[config.mk]
export PLATFORM = sky130hd
export DESIGN_NAME = fusion_mac_top
export DESIGN_NICKNAME = d
export VERILOG_FILES = /design/src/hw/mac_pkg.sv /design/src/hw/prec_pkg.sv /design/src/hw/bit_brick.sv /design/src/hw/fusion_array.sv /design/src/hw/fusion_mac_top.sv /design/src/hw/mode_accumulator.sv /design/src/hw/product_fifo.sv
export SDC_FILE = /design/constraint.sdc
export NUM_CORES = 1
export LEC_CHECK = 0
export BUFFER_PORTS_ARGS = -buffer_cell sky130_fd_sc_hd__clkbuf_2
export CAP_MARGIN = 10
export CELL_PAD_IN_SITES_DETAIL_PLACEMENT = 0
export CELL_PAD_IN_SITES_GLOBAL_PLACEMENT = 1
export CORE_MARGIN = 2
export CORE_UTILIZATION = 40
export DETAILED_ROUTE_END_ITERATION = 6
export GPL_TIMING_DRIVEN = 0
export PLACE_DENSITY_LB_ADDON = 0.1
export SLEW_MARGIN = 20
export SYNTH_ARGS = -nofsm -noshare
export SYNTH_HDL_FRONTEND = slang
export SYNTH_SLANG_ARGS = --single-unit
[constraint.sdc]
create_clock -name clk -period 9.8 [get_ports clk]
set_input_delay 0 -clock clk [delete_from_list [all_inputs] [get_ports clk]]
set_output_delay 0 -clock clk [all_outputs]
set_load 0.05 [all_outputs]
[src/hw/mac_pkg.sv]
`default_nettype none

// stream widths and buffer sizing for the mac datapath
package mac_pkg;

    // right-aligned signed product
    // 8-bit mode peaks at 255 * 255, which fits in 18 signed bits
    localparam int prod_w = 18;
    typedef logic signed [prod_w-1:0] prod_t;

    // running sum, wraps modulo 2^20
    localparam int acc_w = 20;
    typedef logic signed [acc_w-1:0] acc_t;

    // product buffer between array and accumulator
    localparam int fifo_depth = 4;
    localparam int fifo_ptr_w = 2;

endpackage

`default_nettype wire

[src/hw/prec_pkg.sv]
`default_nettype none

// precision modes and how the 8-bit operands split into lanes
package prec_pkg;

    // lane precision, code 3 is never driven
    typedef enum logic [1:0] {
        mode_2b = 2'd0,
        mode_4b = 2'd1,
        mode_8b = 2'd2
    } prec_mode_e;

    // operand and brick geometry
    localparam int op_w         = 8;
    localparam int brick_w      = 2;
    localparam int num_chunks   = op_w / brick_w;
    localparam int num_bricks   = num_chunks * num_chunks;
    localparam int brick_prod_w = 5;

    // one 4x4 cluster, wide enough for 9 * 16 in 8-bit mode
    localparam int cluster_w    = 10;

    // lane width in bits for a given precision
    function automatic int lane_w(input prec_mode_e mode);
        case (mode)
            mode_2b: return 2;
            mode_4b: return 4;
            default: return op_w;
        endcase
    endfunction

    // true when 2-bit chunk k holds the top bits of its lane
    // lane widths are powers of two, so a mask replaces the modulo
    function automatic logic chunk_is_msb(input prec_mode_e mode, input int k);
        return ((((k + 1) * brick_w) & (lane_w(mode) - 1)) == 0);
    endfunction

endpackage

`default_nettype wire

[src/hw/bit_brick.sv]
`timescale 1ns/1ns
`default_nettype none

// 2x2 multiplier brick
// each lane grows to 3 bits so a single baugh-wooley array
// serves both signed and unsigned lanes
module bit_brick (
    input  wire  [prec_pkg::brick_w-1:0]      x,
    input  wire  [prec_pkg::brick_w-1:0]      y,
    input  wire                               sx,
    input  wire                               sy,
    output logic [prec_pkg::brick_prod_w-1:0] p
);

    // widened operands, top bit is the sign only when flagged
    logic [2:0] xe, ye;

    // partial product rows, sign terms inverted
    logic [2:0] pp0, pp1, pp2;

    // column carries and intermediate sums
    logic c1, s2a, c2a, c2b, s3a, c3a, c3b;

    assign xe = {sx & x[1], x};
    assign ye = {sy & y[1], y};

    // row j holds xe * ye[j], row 2 is the sign row of y
    assign pp0 = {~(xe[2] & ye[0]), xe[1] & ye[0], xe[0] & ye[0]};
    assign pp1 = {~(xe[2] & ye[1]), xe[1] & ye[1], xe[0] & ye[1]};
    assign pp2 = {xe[2] & ye[2], ~(xe[1] & ye[2]), ~(xe[0] & ye[2])};

    // column 0
    assign p[0] = pp0[0];

    // column 1, half adder
    assign p[1] = pp0[1] ^ pp1[0];
    assign c1   = pp0[1] & pp1[0];

    // column 2, full adder then half adder
    assign s2a  = pp1[1] ^ pp2[0] ^ c1;
    assign c2a  = (pp1[1] & pp2[0]) | (c1 & (pp1[1] ^ pp2[0]));
    assign p[2] = pp0[2] ^ s2a;
    assign c2b  = pp0[2] & s2a;

    // column 3 takes the baugh-wooley correction one
    assign s3a  = pp1[2] ^ pp2[1] ^ c2a;
    assign c3a  = (pp1[2] & pp2[1]) | (c2a & (pp1[2] ^ pp2[1]));
    assign p[3] = ~(s3a ^ c2b);
    assign c3b  = s3a | c2b;

    // column 4, the carry out of it falls off the 5-bit result
    assign p[4] = pp2[2] ^ c3a ^ c3b;

endmodule

`default_nettype wire

[src/hw/fusion_array.sv]
`timescale 1ns/1ns
`default_nettype none

// sixteen bricks fused into one sum-together product per item
module fusion_array (
    input  wire                        clk,
    input  wire                        nrst,
    input  wire                        in_valid,
    output logic                       in_ready,
    input  wire  [prec_pkg::op_w-1:0]  x,
    input  wire  [prec_pkg::op_w-1:0]  y,
    input  wire                        sx,
    input  wire                        sy,
    input  wire  prec_pkg::prec_mode_e mode,
    output logic                       prod_valid,
    input  wire                        prod_ready,
    output mac_pkg::prod_t             prod,
    output prec_pkg::prec_mode_e       prod_mode
);

    localparam int nc = prec_pkg::num_chunks;

    // per chunk sign controls
    logic [nc-1:0] x_sgn, y_sgn;

    // brick products, index is x chunk * nc + y chunk
    logic signed [prec_pkg::brick_prod_w-1:0] bb_p [prec_pkg::num_bricks];

    // cluster [x nibble][y nibble] and its extension to product width
    logic signed [prec_pkg::cluster_w-1:0] clus [2][2];
    mac_pkg::prod_t                        clus_ext [2][2];

    mac_pkg::prod_t prod_d;
    logic           accept;

    //////////////////////////////////////////////////
    // sign control
    //////////////////////////////////////////////////

    // a chunk is signed only if it carries the top bits of its lane
    always_comb begin
        for (int k = 0; k < nc; k++) begin
            x_sgn[k] = sx & prec_pkg::chunk_is_msb(mode, k);
            y_sgn[k] = sy & prec_pkg::chunk_is_msb(mode, k);
        end
    end

    //////////////////////////////////////////////////
    // brick array
    //////////////////////////////////////////////////

    for (genvar b = 0; b < prec_pkg::num_bricks; b++) begin : g_brick
        localparam int xi = b / nc;
        localparam int yi = b % nc;

        bit_brick u_bit_brick (
            .x  (x[xi*prec_pkg::brick_w +: prec_pkg::brick_w]),
            .y  (y[yi*prec_pkg::brick_w +: prec_pkg::brick_w]),
            .sx (x_sgn[xi]),
            .sy (y_sgn[yi]),
            .p  (bb_p[b])
        );
    end

    //////////////////////////////////////////////////
    // cluster reduction
    //////////////////////////////////////////////////

    for (genvar a = 0; a < 2; a++) begin : g_clus_x
        for (genvar c = 0; c < 2; c++) begin : g_clus_y
            // brick indices of this 4x4 block, hi/lo chunk of each nibble
            localparam int i_hh = (2*a + 1) * nc + (2*c + 1);
            localparam int i_hl = (2*a + 1) * nc + (2*c);
            localparam int i_lh = (2*a) * nc + (2*c + 1);
            localparam int i_ll = (2*a) * nc + (2*c);

            logic signed [prec_pkg::cluster_w-1:0] e_hh, e_hl, e_lh, e_ll;

            assign e_hh = bb_p[i_hh];
            assign e_hl = bb_p[i_hl];
            assign e_lh = bb_p[i_lh];
            assign e_ll = bb_p[i_ll];

            // 2-bit lanes just add up, wider lanes shift by chunk weight
            always_comb begin
                if (mode == prec_pkg::mode_2b) begin
                    clus[a][c] = e_hh + e_hl + e_lh + e_ll;
                end else begin
                    clus[a][c] = (e_hh <<< 4) + ((e_hl + e_lh) <<< 2) + e_ll;
                end
            end

            assign clus_ext[a][c] = clus[a][c];
        end
    end

    // cross clusters are weighted only when both operands are one lane
    always_comb begin
        case (mode)
            prec_pkg::mode_8b: begin
                prod_d = (clus_ext[1][1] <<< 8)
                       + ((clus_ext[1][0] + clus_ext[0][1]) <<< 4)
                       + clus_ext[0][0];
            end
            prec_pkg::mode_4b, prec_pkg::mode_2b: begin
                prod_d = clus_ext[1][1] + clus_ext[1][0] + clus_ext[0][1] + clus_ext[0][0];
            end
            default: prod_d = '0;
        endcase
    end

    //////////////////////////////////////////////////
    // output register
    //////////////////////////////////////////////////

    assign in_ready = !prod_valid || prod_ready;
    assign accept   = in_valid && in_ready;

    always_ff @(posedge clk) begin
        if (!nrst) begin
            prod_valid <= 1'b0;
        end else if (accept) begin
            prod_valid <= 1'b1;
        end else if (prod_ready) begin
            prod_valid <= 1'b0;
        end
    end

    always_ff @(posedge clk) begin
        if (accept) begin
            prod      <= prod_d;
            prod_mode <= mode;
        end
    end

    // upstream must never offer the unused mode code
    a_legal_mode : assert property (@(posedge clk) disable iff (!nrst)
        in_valid |-> mode != 2'b11);

    // a stalled product keeps its value and mode until taken
    a_prod_hold : assert property (@(posedge clk) disable iff (!nrst)
        prod_valid && !prod_ready |=> prod_valid && $stable(prod) && $stable(prod_mode));

endmodule

`default_nettype wire

[src/hw/fusion_mac_top.sv]
`timescale 1ns/1ns
`default_nettype none

// array -> fifo -> accumulator, three registered stages
module fusion_mac_top (
    input  wire                        clk,
    input  wire                        nrst,
    input  wire                        in_valid,
    output logic                       in_ready,
    input  wire  [prec_pkg::op_w-1:0]  x,
    input  wire  [prec_pkg::op_w-1:0]  y,
    input  wire                        sx,
    input  wire                        sy,
    input  wire  prec_pkg::prec_mode_e mode,
    output logic                       sum_valid,
    input  wire                        sum_ready,
    output mac_pkg::acc_t              sum,
    output prec_pkg::prec_mode_e       sum_mode
);

    // array to fifo
    logic                 prod_valid;
    logic                 prod_ready;
    mac_pkg::prod_t       prod;
    prec_pkg::prec_mode_e prod_mode;

    // fifo to accumulator
    logic                 buf_valid;
    logic                 buf_ready;
    mac_pkg::prod_t       buf_prod;
    prec_pkg::prec_mode_e buf_mode;

    fusion_array u_fusion_array (
        .clk        (clk),
        .nrst       (nrst),
        .in_valid   (in_valid),
        .in_ready   (in_ready),
        .x          (x),
        .y          (y),
        .sx         (sx),
        .sy         (sy),
        .mode       (mode),
        .prod_valid (prod_valid),
        .prod_ready (prod_ready),
        .prod       (prod),
        .prod_mode  (prod_mode)
    );

    product_fifo u_product_fifo (
        .clk        (clk),
        .nrst       (nrst),
        .prod_valid (prod_valid),
        .prod_ready (prod_ready),
        .prod       (prod),
        .prod_mode  (prod_mode),
        .buf_valid  (buf_valid),
        .buf_ready  (buf_ready),
        .buf_prod   (buf_prod),
        .buf_mode   (buf_mode)
    );

    mode_accumulator u_mode_accumulator (
        .clk        (clk),
        .nrst       (nrst),
        .buf_valid  (buf_valid),
        .buf_ready  (buf_ready),
        .buf_prod   (buf_prod),
        .buf_mode   (buf_mode),
        .sum_valid  (sum_valid),
        .sum_ready  (sum_ready),
        .sum        (sum),
        .sum_mode   (sum_mode)
    );

endmodule

`default_nettype wire

[src/hw/mode_accumulator.sv]
`timescale 1ns/1ns
`default_nettype none

// sum-together accumulator, restarts whenever the precision changes
module mode_accumulator (
    input  wire                        clk,
    input  wire                        nrst,
    input  wire                        buf_valid,
    output logic                       buf_ready,
    input  wire  mac_pkg::prod_t       buf_prod,
    input  wire  prec_pkg::prec_mode_e buf_mode,
    output logic                       sum_valid,
    input  wire                        sum_ready,
    output mac_pkg::acc_t              sum,
    output prec_pkg::prec_mode_e       sum_mode
);

    // set until the first product after reset is taken
    logic          no_mode;
    logic          accept;
    logic          restart;
    mac_pkg::acc_t prod_ext;
    mac_pkg::acc_t sum_d;

    assign buf_ready = !sum_valid || sum_ready;
    assign accept    = buf_valid && buf_ready;

    // product sign-extended to accumulator width
    assign prod_ext = {{(mac_pkg::acc_w - mac_pkg::prod_w){buf_prod[mac_pkg::prod_w-1]}},
                       buf_prod};

    // sum and sum_mode only change on acceptance,
    // so they double as the running total and the last mode
    assign restart = no_mode || (buf_mode != sum_mode);
    assign sum_d   = restart ? prod_ext : sum + prod_ext;

    //////////////////////////////////////////////////
    // control
    //////////////////////////////////////////////////

    always_ff @(posedge clk) begin
        if (!nrst) begin
            sum_valid <= 1'b0;
            no_mode   <= 1'b1;
        end else if (accept) begin
            sum_valid <= 1'b1;
            no_mode   <= 1'b0;
        end else if (sum_ready) begin
            sum_valid <= 1'b0;
        end
    end

    //////////////////////////////////////////////////
    // running sum
    //////////////////////////////////////////////////

    // 20-bit add wraps naturally
    always_ff @(posedge clk) begin
        if (accept) begin
            sum      <= sum_d;
            sum_mode <= buf_mode;
        end
    end

    // output held while the consumer stalls
    a_sum_hold : assert property (@(posedge clk) disable iff (!nrst)
        sum_valid && !sum_ready |=> sum_valid && $stable(sum) && $stable(sum_mode));

endmodule

`default_nettype wire

[src/hw/product_fifo.sv]
`timescale 1ns/1ns
`default_nettype none

// small circular buffer of products, each tagged with its mode
module product_fifo (
    input  wire                        clk,
    input  wire                        nrst,
    input  wire                        prod_valid,
    output logic                       prod_ready,
    input  wire  mac_pkg::prod_t       prod,
    input  wire  prec_pkg::prec_mode_e prod_mode,
    output logic                       buf_valid,
    input  wire                        buf_ready,
    output mac_pkg::prod_t             buf_prod,
    output prec_pkg::prec_mode_e       buf_mode
);

    // storage
    mac_pkg::prod_t       prod_mem [mac_pkg::fifo_depth];
    prec_pkg::prec_mode_e mode_mem [mac_pkg::fifo_depth];

    // pointers wrap on their own since depth is a power of two
    logic [mac_pkg::fifo_ptr_w-1:0] wr_ptr, rd_ptr;
    logic [mac_pkg::fifo_ptr_w:0]   count;

    logic wr_en, rd_en;

    assign prod_ready = (count != mac_pkg::fifo_depth);
    assign buf_valid  = (count != 0);

    assign wr_en = prod_valid && prod_ready;
    assign rd_en = buf_valid && buf_ready;

    // head entry, readable the cycle after it was written
    assign buf_prod = prod_mem[rd_ptr];
    assign buf_mode = mode_mem[rd_ptr];

    always_ff @(posedge clk) begin
        if (wr_en) begin
            prod_mem[wr_ptr] <= prod;
            mode_mem[wr_ptr] <= prod_mode;
        end
    end

    always_ff @(posedge clk) begin
        if (!nrst) begin
            wr_ptr <= '0;
            rd_ptr <= '0;
            count  <= '0;
        end else begin
            if (wr_en) begin
                wr_ptr <= wr_ptr + 1'b1;
            end
            if (rd_en) begin
                rd_ptr <= rd_ptr + 1'b1;
            end
            // simultaneous read and write leaves the count alone
            if (wr_en && !rd_en) begin
                count <= count + 1'b1;
            end else if (rd_en && !wr_en) begin
                count <= count - 1'b1;
            end
        end
    end

    // equal pointers mean empty or full, a write there must mean empty
    a_no_full_write : assert property (@(posedge clk) disable iff (!nrst)
        wr_en && (wr_ptr == rd_ptr) |-> count == 0);

endmodule

`default_nettype wire

## After elaboration in Yosys (flattened, before gate mapping)

Memories as Yosys holds them, arrays and structs flattened. A register that Yosys moved wholly into a read port is not among the register bits.
Index checks and enable logic that the tools add are counted.

| word-level totals | value |
|---|---|
| ROM bits | 0 |
| memories | 2 |
| logic and storage cells | 621 |
| output and inout port bits | 24 |
| memory bits (writable) | 80 |
| input port bits | 24 |
| latch bits | 0 |
| flip-flop bits (word level) | 52 |

| operators by class | value |
|---|---|
| multiplexer cells | 19 |
| bitwise operators | 528 |
| order comparisons | 0 |
| multipliers | 0 |
| reduce and logical (&&, ||, !) cells | 22 |
| add/sub/neg operators | 36 |
| equal/unequal tests | 4 |
| shift-type cells | 0 |
| divide/modulo/power cells | 0 |

Memory list:

| name | words | width | read ports | clocked after memory_dff | write ports | line | source |
|---|---|---|---|---|---|---|---|
| u_product_fifo.prod_mem | 4 | 18 | 1 | 1 | 1 | product_fifo.sv:19 | `mac_pkg::prod_t prod_mem [mac_pkg::fifo_depth];` |
| u_product_fifo.mode_mem | 4 | 2 | 1 | 1 | 1 | product_fifo.sv:20 | `prec_pkg::prec_mode_e mode_mem [mac_pkg::fifo_depth];` |

Operators by type and width:

| cell | count |
|---|---|
| $and 1x1->1 | 256 |
| $xor 1x1->1 | 144 |
| $logic_not 32->1 | 4 |
| $add 10x5->10 | 8 |
| $not 1->1 | 80 |
| $add 5x5->6 | 8 |
| $or 1x1->1 | 48 |
| $add 9x8->10 | 4 |
| $mux 10 | 4 |
| $add 18x10->18 | 2 |
| $pmux 18 s2 | 1 |
| $add 6x5->7 | 4 |
| $add 10x10->11 | 2 |
| $add 20x18->20 | 1 |
| $mux 20 | 1 |
| $add 18x15->18 | 1 |
| $add 11x10->12 | 1 |
| $mux 2 | 4 |
| $pmux 4 s2 | 1 |
| $mux 1 | 6 |
| $mux 3 | 2 |
| $reduce_bool 2->1 | 3 |
| $logic_and 1x1->1 | 5 |
| $add 2x1->2 const B | 2 |
| 12 further kinds | 17 |

## Longest topological paths before layout

| logic depth | value |
|---|---|
| depth in word-level cells | 23 |
| depth in mapped cells | 43 |
| mapped depth without buffers | 39 |

## By module

A second synthesis with hierarchy kept.

| unflattened totals | value |
|---|---|
| cell total of the unflattened synthesis | 1,533 |
| area total of the unflattened synthesis | 15,665.0 sq um |

Modules (own cells, without submodules):

| module | times used | cells an instance | sequential area each (sq um) | area an instance (sq um) |
|---|---|---|---|---|
| fusion_array | 1 | 839 | 620.6 | 7,490.9 |
| product_fifo | 1 | 152 | 2,582.5 | 3,399.5 |
| bit_brick | 16 | 20 | 0.0 | 166.4 |
| mode_accumulator | 1 | 222 | 700.7 | 2,112.0 |

## Least setup slack after synthesis

No wires, ideal clock.

| timing | value |
|---|---|
| kind | input to register |
| start | input mode[1] |
| end | register u_fusion_array.prod[17] (data pin) |
| required time | 9.532 ns |
| data arrival time | 8.578 ns |
| setup time | 0.268 ns |
| setup slack | 0.954 ns |
| stages on the path | 42 |
| path buffers | 4 |
| path through | nor2_1 > clkbuf_1 > inv_1 > clkbuf_1 > clkbuf_1 > ha_1 > and3_1 > clkbuf_1 > nand2_1 > fa_1 > fa_1 > inv_1 > ha_1 > xnor2_1 > xor2_1 > inv_1 > fa_1 > inv_1 > [6 not listed] > nor3_1 > nand2_1 > nand3_1 > a21boi_0 > ha_1 > a21oi_1 > o21ai_1 > a31oi_1 > fa_1 > ha_1 > o2111a_1 > a211oi_1 > nor2_1 > a221oi_2 > xnor2_1 > xnor2_1 > xor2_1 > a21oi_1 |

| on the way | value |
|---|---|
| cells in the longest elaborated chain, start to end | 23 |
| elaborated cells on any way between the ends | 477 |
| those cells by class | add/sub (31); eq/ne (2); mux (6); bitwise (432); reduce/logical (6) |

RTL lines:

| item | line | source |
|---|---|---|
| start, declared | fusion_mac_top.sv:14 | `input wire prec_pkg::prec_mode_e mode,` |
| $eq 2x1->1 / $logic_not 2->1 (equally long branches) | prec_pkg.sv:25, fusion_array.sv:99, fusion_array.sv:86 |  |
| $pmux 4 s2 | prec_pkg.sv:25 | `case (mode)` |
| $sub 4x1->4 | prec_pkg.sv:35 | `return ((((k + 1) * brick_w) & (lane_w(mode) - 1)) == 0);` |
| $logic_not 32->1 | prec_pkg.sv:35 |  |
| $and 1x1->1 | fusion_array.sv:44 | `y_sgn[k] = sy & prec_pkg::chunk_is_msb(mode, k);` |
| $and 1x1->1 | bit_brick.sv:25 | `assign ye = {sy & y[1], y};` |
| $and 1x1->1 | bit_brick.sv:30 | `assign pp2 = {xe[2] & ye[2], ~(xe[1] & ye[2]), ~(xe[0] & ye[2])};` |
| $not 1->1 | bit_brick.sv:30 |  |
| [8 not listed] | n/a |  |
| $add 9x8->10 / $add 6x5->7 (equally long branches) | fusion_array.sv:89, fusion_array.sv:87 |  |
| $add 10x5->10, on equally long branches | fusion_array.sv:89, fusion_array.sv:87 |  |
| $mux 10 | fusion_array.sv:86 | `if (mode == prec_pkg::mode_2b) begin` |
| $add 10x10->11, on equally long branches | fusion_array.sv:102, fusion_array.sv:106 |  |
| $add 18x15->18 / $add 11x10->12 (equally long branches) | fusion_array.sv:102, fusion_array.sv:106 |  |
| $add 18x10->18, on equally long branches | fusion_array.sv:103, fusion_array.sv:106 |  |
| $pmux 18 s2 * | fusion_array.sv:99 | `case (mode)` |
| named net u_fusion_array.prod_d[17] | fusion_array.sv:33 | `mac_pkg::prod_t prod_d;` |
| end signal, assigned | fusion_array.sv:131 | `prod <= prod_d;` |
| end, declared | fusion_array.sv:17 | `output mac_pkg::prod_t prod,` |

The timed path passes the listed nets; every way through them passes the cells marked *.
A chain may end at the register's enable or synchronous reset.

## Worst setup path after layout

Same ends and word-level chain as after synthesis.

==> impl_results.md <==
* Tmin final at 9.21 ns
* Die H at approximately 200 µm
* Mapped Cells at between 1500 and 2000
* Post-Syn Area at 15400 µm²
* Leading register cell type out of synthesis: edfxtp_1
* HP Class: primary input to register
* GPL Wtd Cong at between 0.8 and 0.9
* Initial drt markers at 360
* Status: finished, final reports clean
* Clk_skew at a little under 0.008 ns
* CTS H-tree lvls at 4
* P&R area growth vs syn at 11.8%
* Final Instance Area at 17200 µm²
* Vias in the first global route at 11300
* First-pass GRT wire length at ~60 mm
* GRT Util Overall at a little under a fifth
* Register area share after synthesis at 25.3%
* Multi-input gate area at 10900 µm²
* Ys async rst share at 0%
* CP Class: primary input to register
* Fin worst setup slack at 0.592 ns
* DRT Pass-1 Iters at 4
* Port bufs at between 40 and 50
* Max Cap Violations at 0
* Rows at 71
* Final period utilization at 94.0%
* Worst hold slack at 0.0941 ns
* Clock sinks at between 100 and 150
* DP Area at roughly 16000 µm²
* #FFs+latches synth at 134
* Slowest CP cell: fa_1
* Initial core utilization at slightly above 40%
* Syn avg cell area at 10.0 µm²
* Worst Setup End Kind: register
* Post-synth cell types at 59
* Worst setup SP type: primary input
* # setup viols final at 0
* Fill count at 3666
* Worst-path clk slew at 0.05 ns
* CTS buffer count at 17
* Routed WL per cell at ~17 µm
* Worst path max stage delay at roughly 0.53 ns
* Routed vias/inst at approximately 5.0
* Slew margin rel. at about 29%
* Via count of the routed design at 10700
* Post-synth EDFFs at 122
* Area share of the largest cell type after synthesis at 23.8%
* Dpl ws at -1.97 ns
* Detailed Route WL at between 30 and 40 mm
* Die ar. at 40100 µm²
* Non-Filler Instances at 2144
* DRT antenna net count at 0
* Pin count of the biggest net entering global routing at 22
* Root buffer cell: clkbuf_16
* Initial antenna violation count at 0
* IO Count at 48
* RSZ-0062 raised after global routing: false
* Die width at 200 µm
* Antenna Cells at 0
* Dpl cells at between 2000 and 2500
* Register area at between 3000 and 4000 µm²
* Proportion of layout cells with a drive suffix above 1 at 8.57%
* Largest fanout on the critical path at 10
* Crit path top cell by count: xnor2_1
* Final Hold Fails at 0
* Core Area at 37800 µm²
* Total gr overflow at 0
* Synthesized Nets at 1898
* Setup slack, reg-to-reg at 5.73 ns
* # DRC at 0
* Max clock buf depth at 2
* Ys Warns at 0
* DP HPWL at 30.5 mm
* Fmax at 0.109 GHz
* CTS tree: built
* Later-pin clock latency in the skew report at 0.42 ns
* Data required, critical path at about 10 ns
* Slew @ Worst Pin at 1.07 ns
* Critical Path AT at 9.35 ns
* Final net count at approximately 2000
* Slew Viols, Final at 0
* Yosys top cell by area: edfxtp_1
* Largest cells by area after synthesis: edfxtp_1, ha_1, fa_1
[registers in the layout (all words and copies together), names as in the netlist, named ones only]
name / cells
u_fusion_array.prod: 18
u_fusion_array.prod_valid: 1
u_mode_accumulator.sum_mode: 2
u_product_fifo.rd_ptr: 2
u_mode_accumulator.no_mode: 1
u_fusion_array.prod_mode: 2
u_product_fifo.count: 3
u_product_fifo.wr_ptr: 2
u_mode_accumulator.sum_valid: 1
u_product_fifo.prod_mem: 72
u_mode_accumulator.sum: 20
u_product_fifo.mode_mem: 8
[metal layers]
metal,global-route usage [%],wire (µm)
met5,0,0
met4,4.92,602
met3,1.29,380
met2,35.5,18700
met1,23.6,16800
[path summary, 6_finish.rpt]
path,endpoint,cells past startpoint,startpoint
setup / recovery,u_fusion_array.prod[17]$_DFFE_PP_,41,mode[1]
hold / removal,u_fusion_array.prod_mode[1]$_DFFE_PP_,3,in_valid
setup reg to reg,u_mode_accumulator.sum[19]$_DFFE_PP_,10,register
hold reg to reg,u_mode_accumulator.no_mode$_SDFFE_PN1P_,2,u_mode_accumulator.no_mode$_SDFFE_PN1P_
[placed cells by master, fill, tap and decap left out, drive strengths merged, types with 4 or more instances in the layout]
cell type / instances
o21ai: 79
buf: 19
nand3: 17
nor2: 64
o31ai: 4
mux2: 10
o21bai: 14
a211oi: 8
dfxtp: 12
dlygate4sd3: 5
a31oi: 11
a21boi: 9
nand2b: 12
a21o: 61
and2: 83
inv: 150
clkinv: 6
o22ai: 6
xor2: 66
a21oi: 102
clkbuf: 101
xnor2: 87
bufinv: 5
ha: 221
nor3b: 4
mux4: 19
mux2i: 5
edfxtp: 122
o21a: 9
nor2b: 21
nor3: 13
nand2: 127
fa: 113
and3: 18
[layout make-up]
class,instances,share of cell area [%]
timing repair buffer,63,2.34
buffer,43,1.10
tap,511,3.71
inverter,152,3.33
clock buffer,19,2.51
sequential,134,22.6
multi-input combinational,1211,63.3
clock inverter,11,1.06
[cells in the mapped netlist (all sizes together) (8+ instances only)]
cell type and n:
nand3 17, ha 221, nor3 13, mux4 19, a211oi 8, nor2 64
xnor2 87, o21a 9, clkbuf 38, and2 83, a31oi 11, fa 113
a21oi 102, o21ai 79, inv 151, nand2b 12, nand2 127, xor2 66
a21boi 9, dfxtp 12, mux2 10, nor2b 21, o21bai 14, a21o 61
edfxtp 122, and3 18
[kinds of logic after synthesis]
kind of cell / synth area share, %
buffers and inverters: 4.77
AND/OR/NAND/NOR: 11.7
multiplexers: 3.83
XOR/XNOR: 8.69
AO/OA/AOI/OAI: 13.1
flip-flops: 25.3
adder cells (fa/ha/maj): 32.6
[metrics by stage]
stage,setup TNS (ns),util (%)
after floorplan,0,-
after global placement,-10.37,43.1
after detailed placement,-11.21,43.2
after CTS,0,45.1
after global routing,0,45.6
final,0,45.6
[repair_timing]
item | 4_1_cts | 5_1_grt
buffers inserted | 1 | 7
resized for setup | 12 | 18
hold endpoints to repair | 4 | 0
hold buffers | 5 | 0
pin swaps | 1 | 3
setup endpoints to repair | 9 | 6
[critical path, delay by kind of cell]
| family | cells | cell delay, ns |
|---|---|---|
| fa+ha+maj | 10 | 3.76 |
| compound gates | 9 | 2.04 |
| xor+xnor | 8 | 1.56 |
| buf+inv | 9 | 1.28 |
| simple gates | 5 | 0.68 |
Power is not shown: default switching activity piles up to over one toggle a cycle in this logic, so the estimate is an artifact.
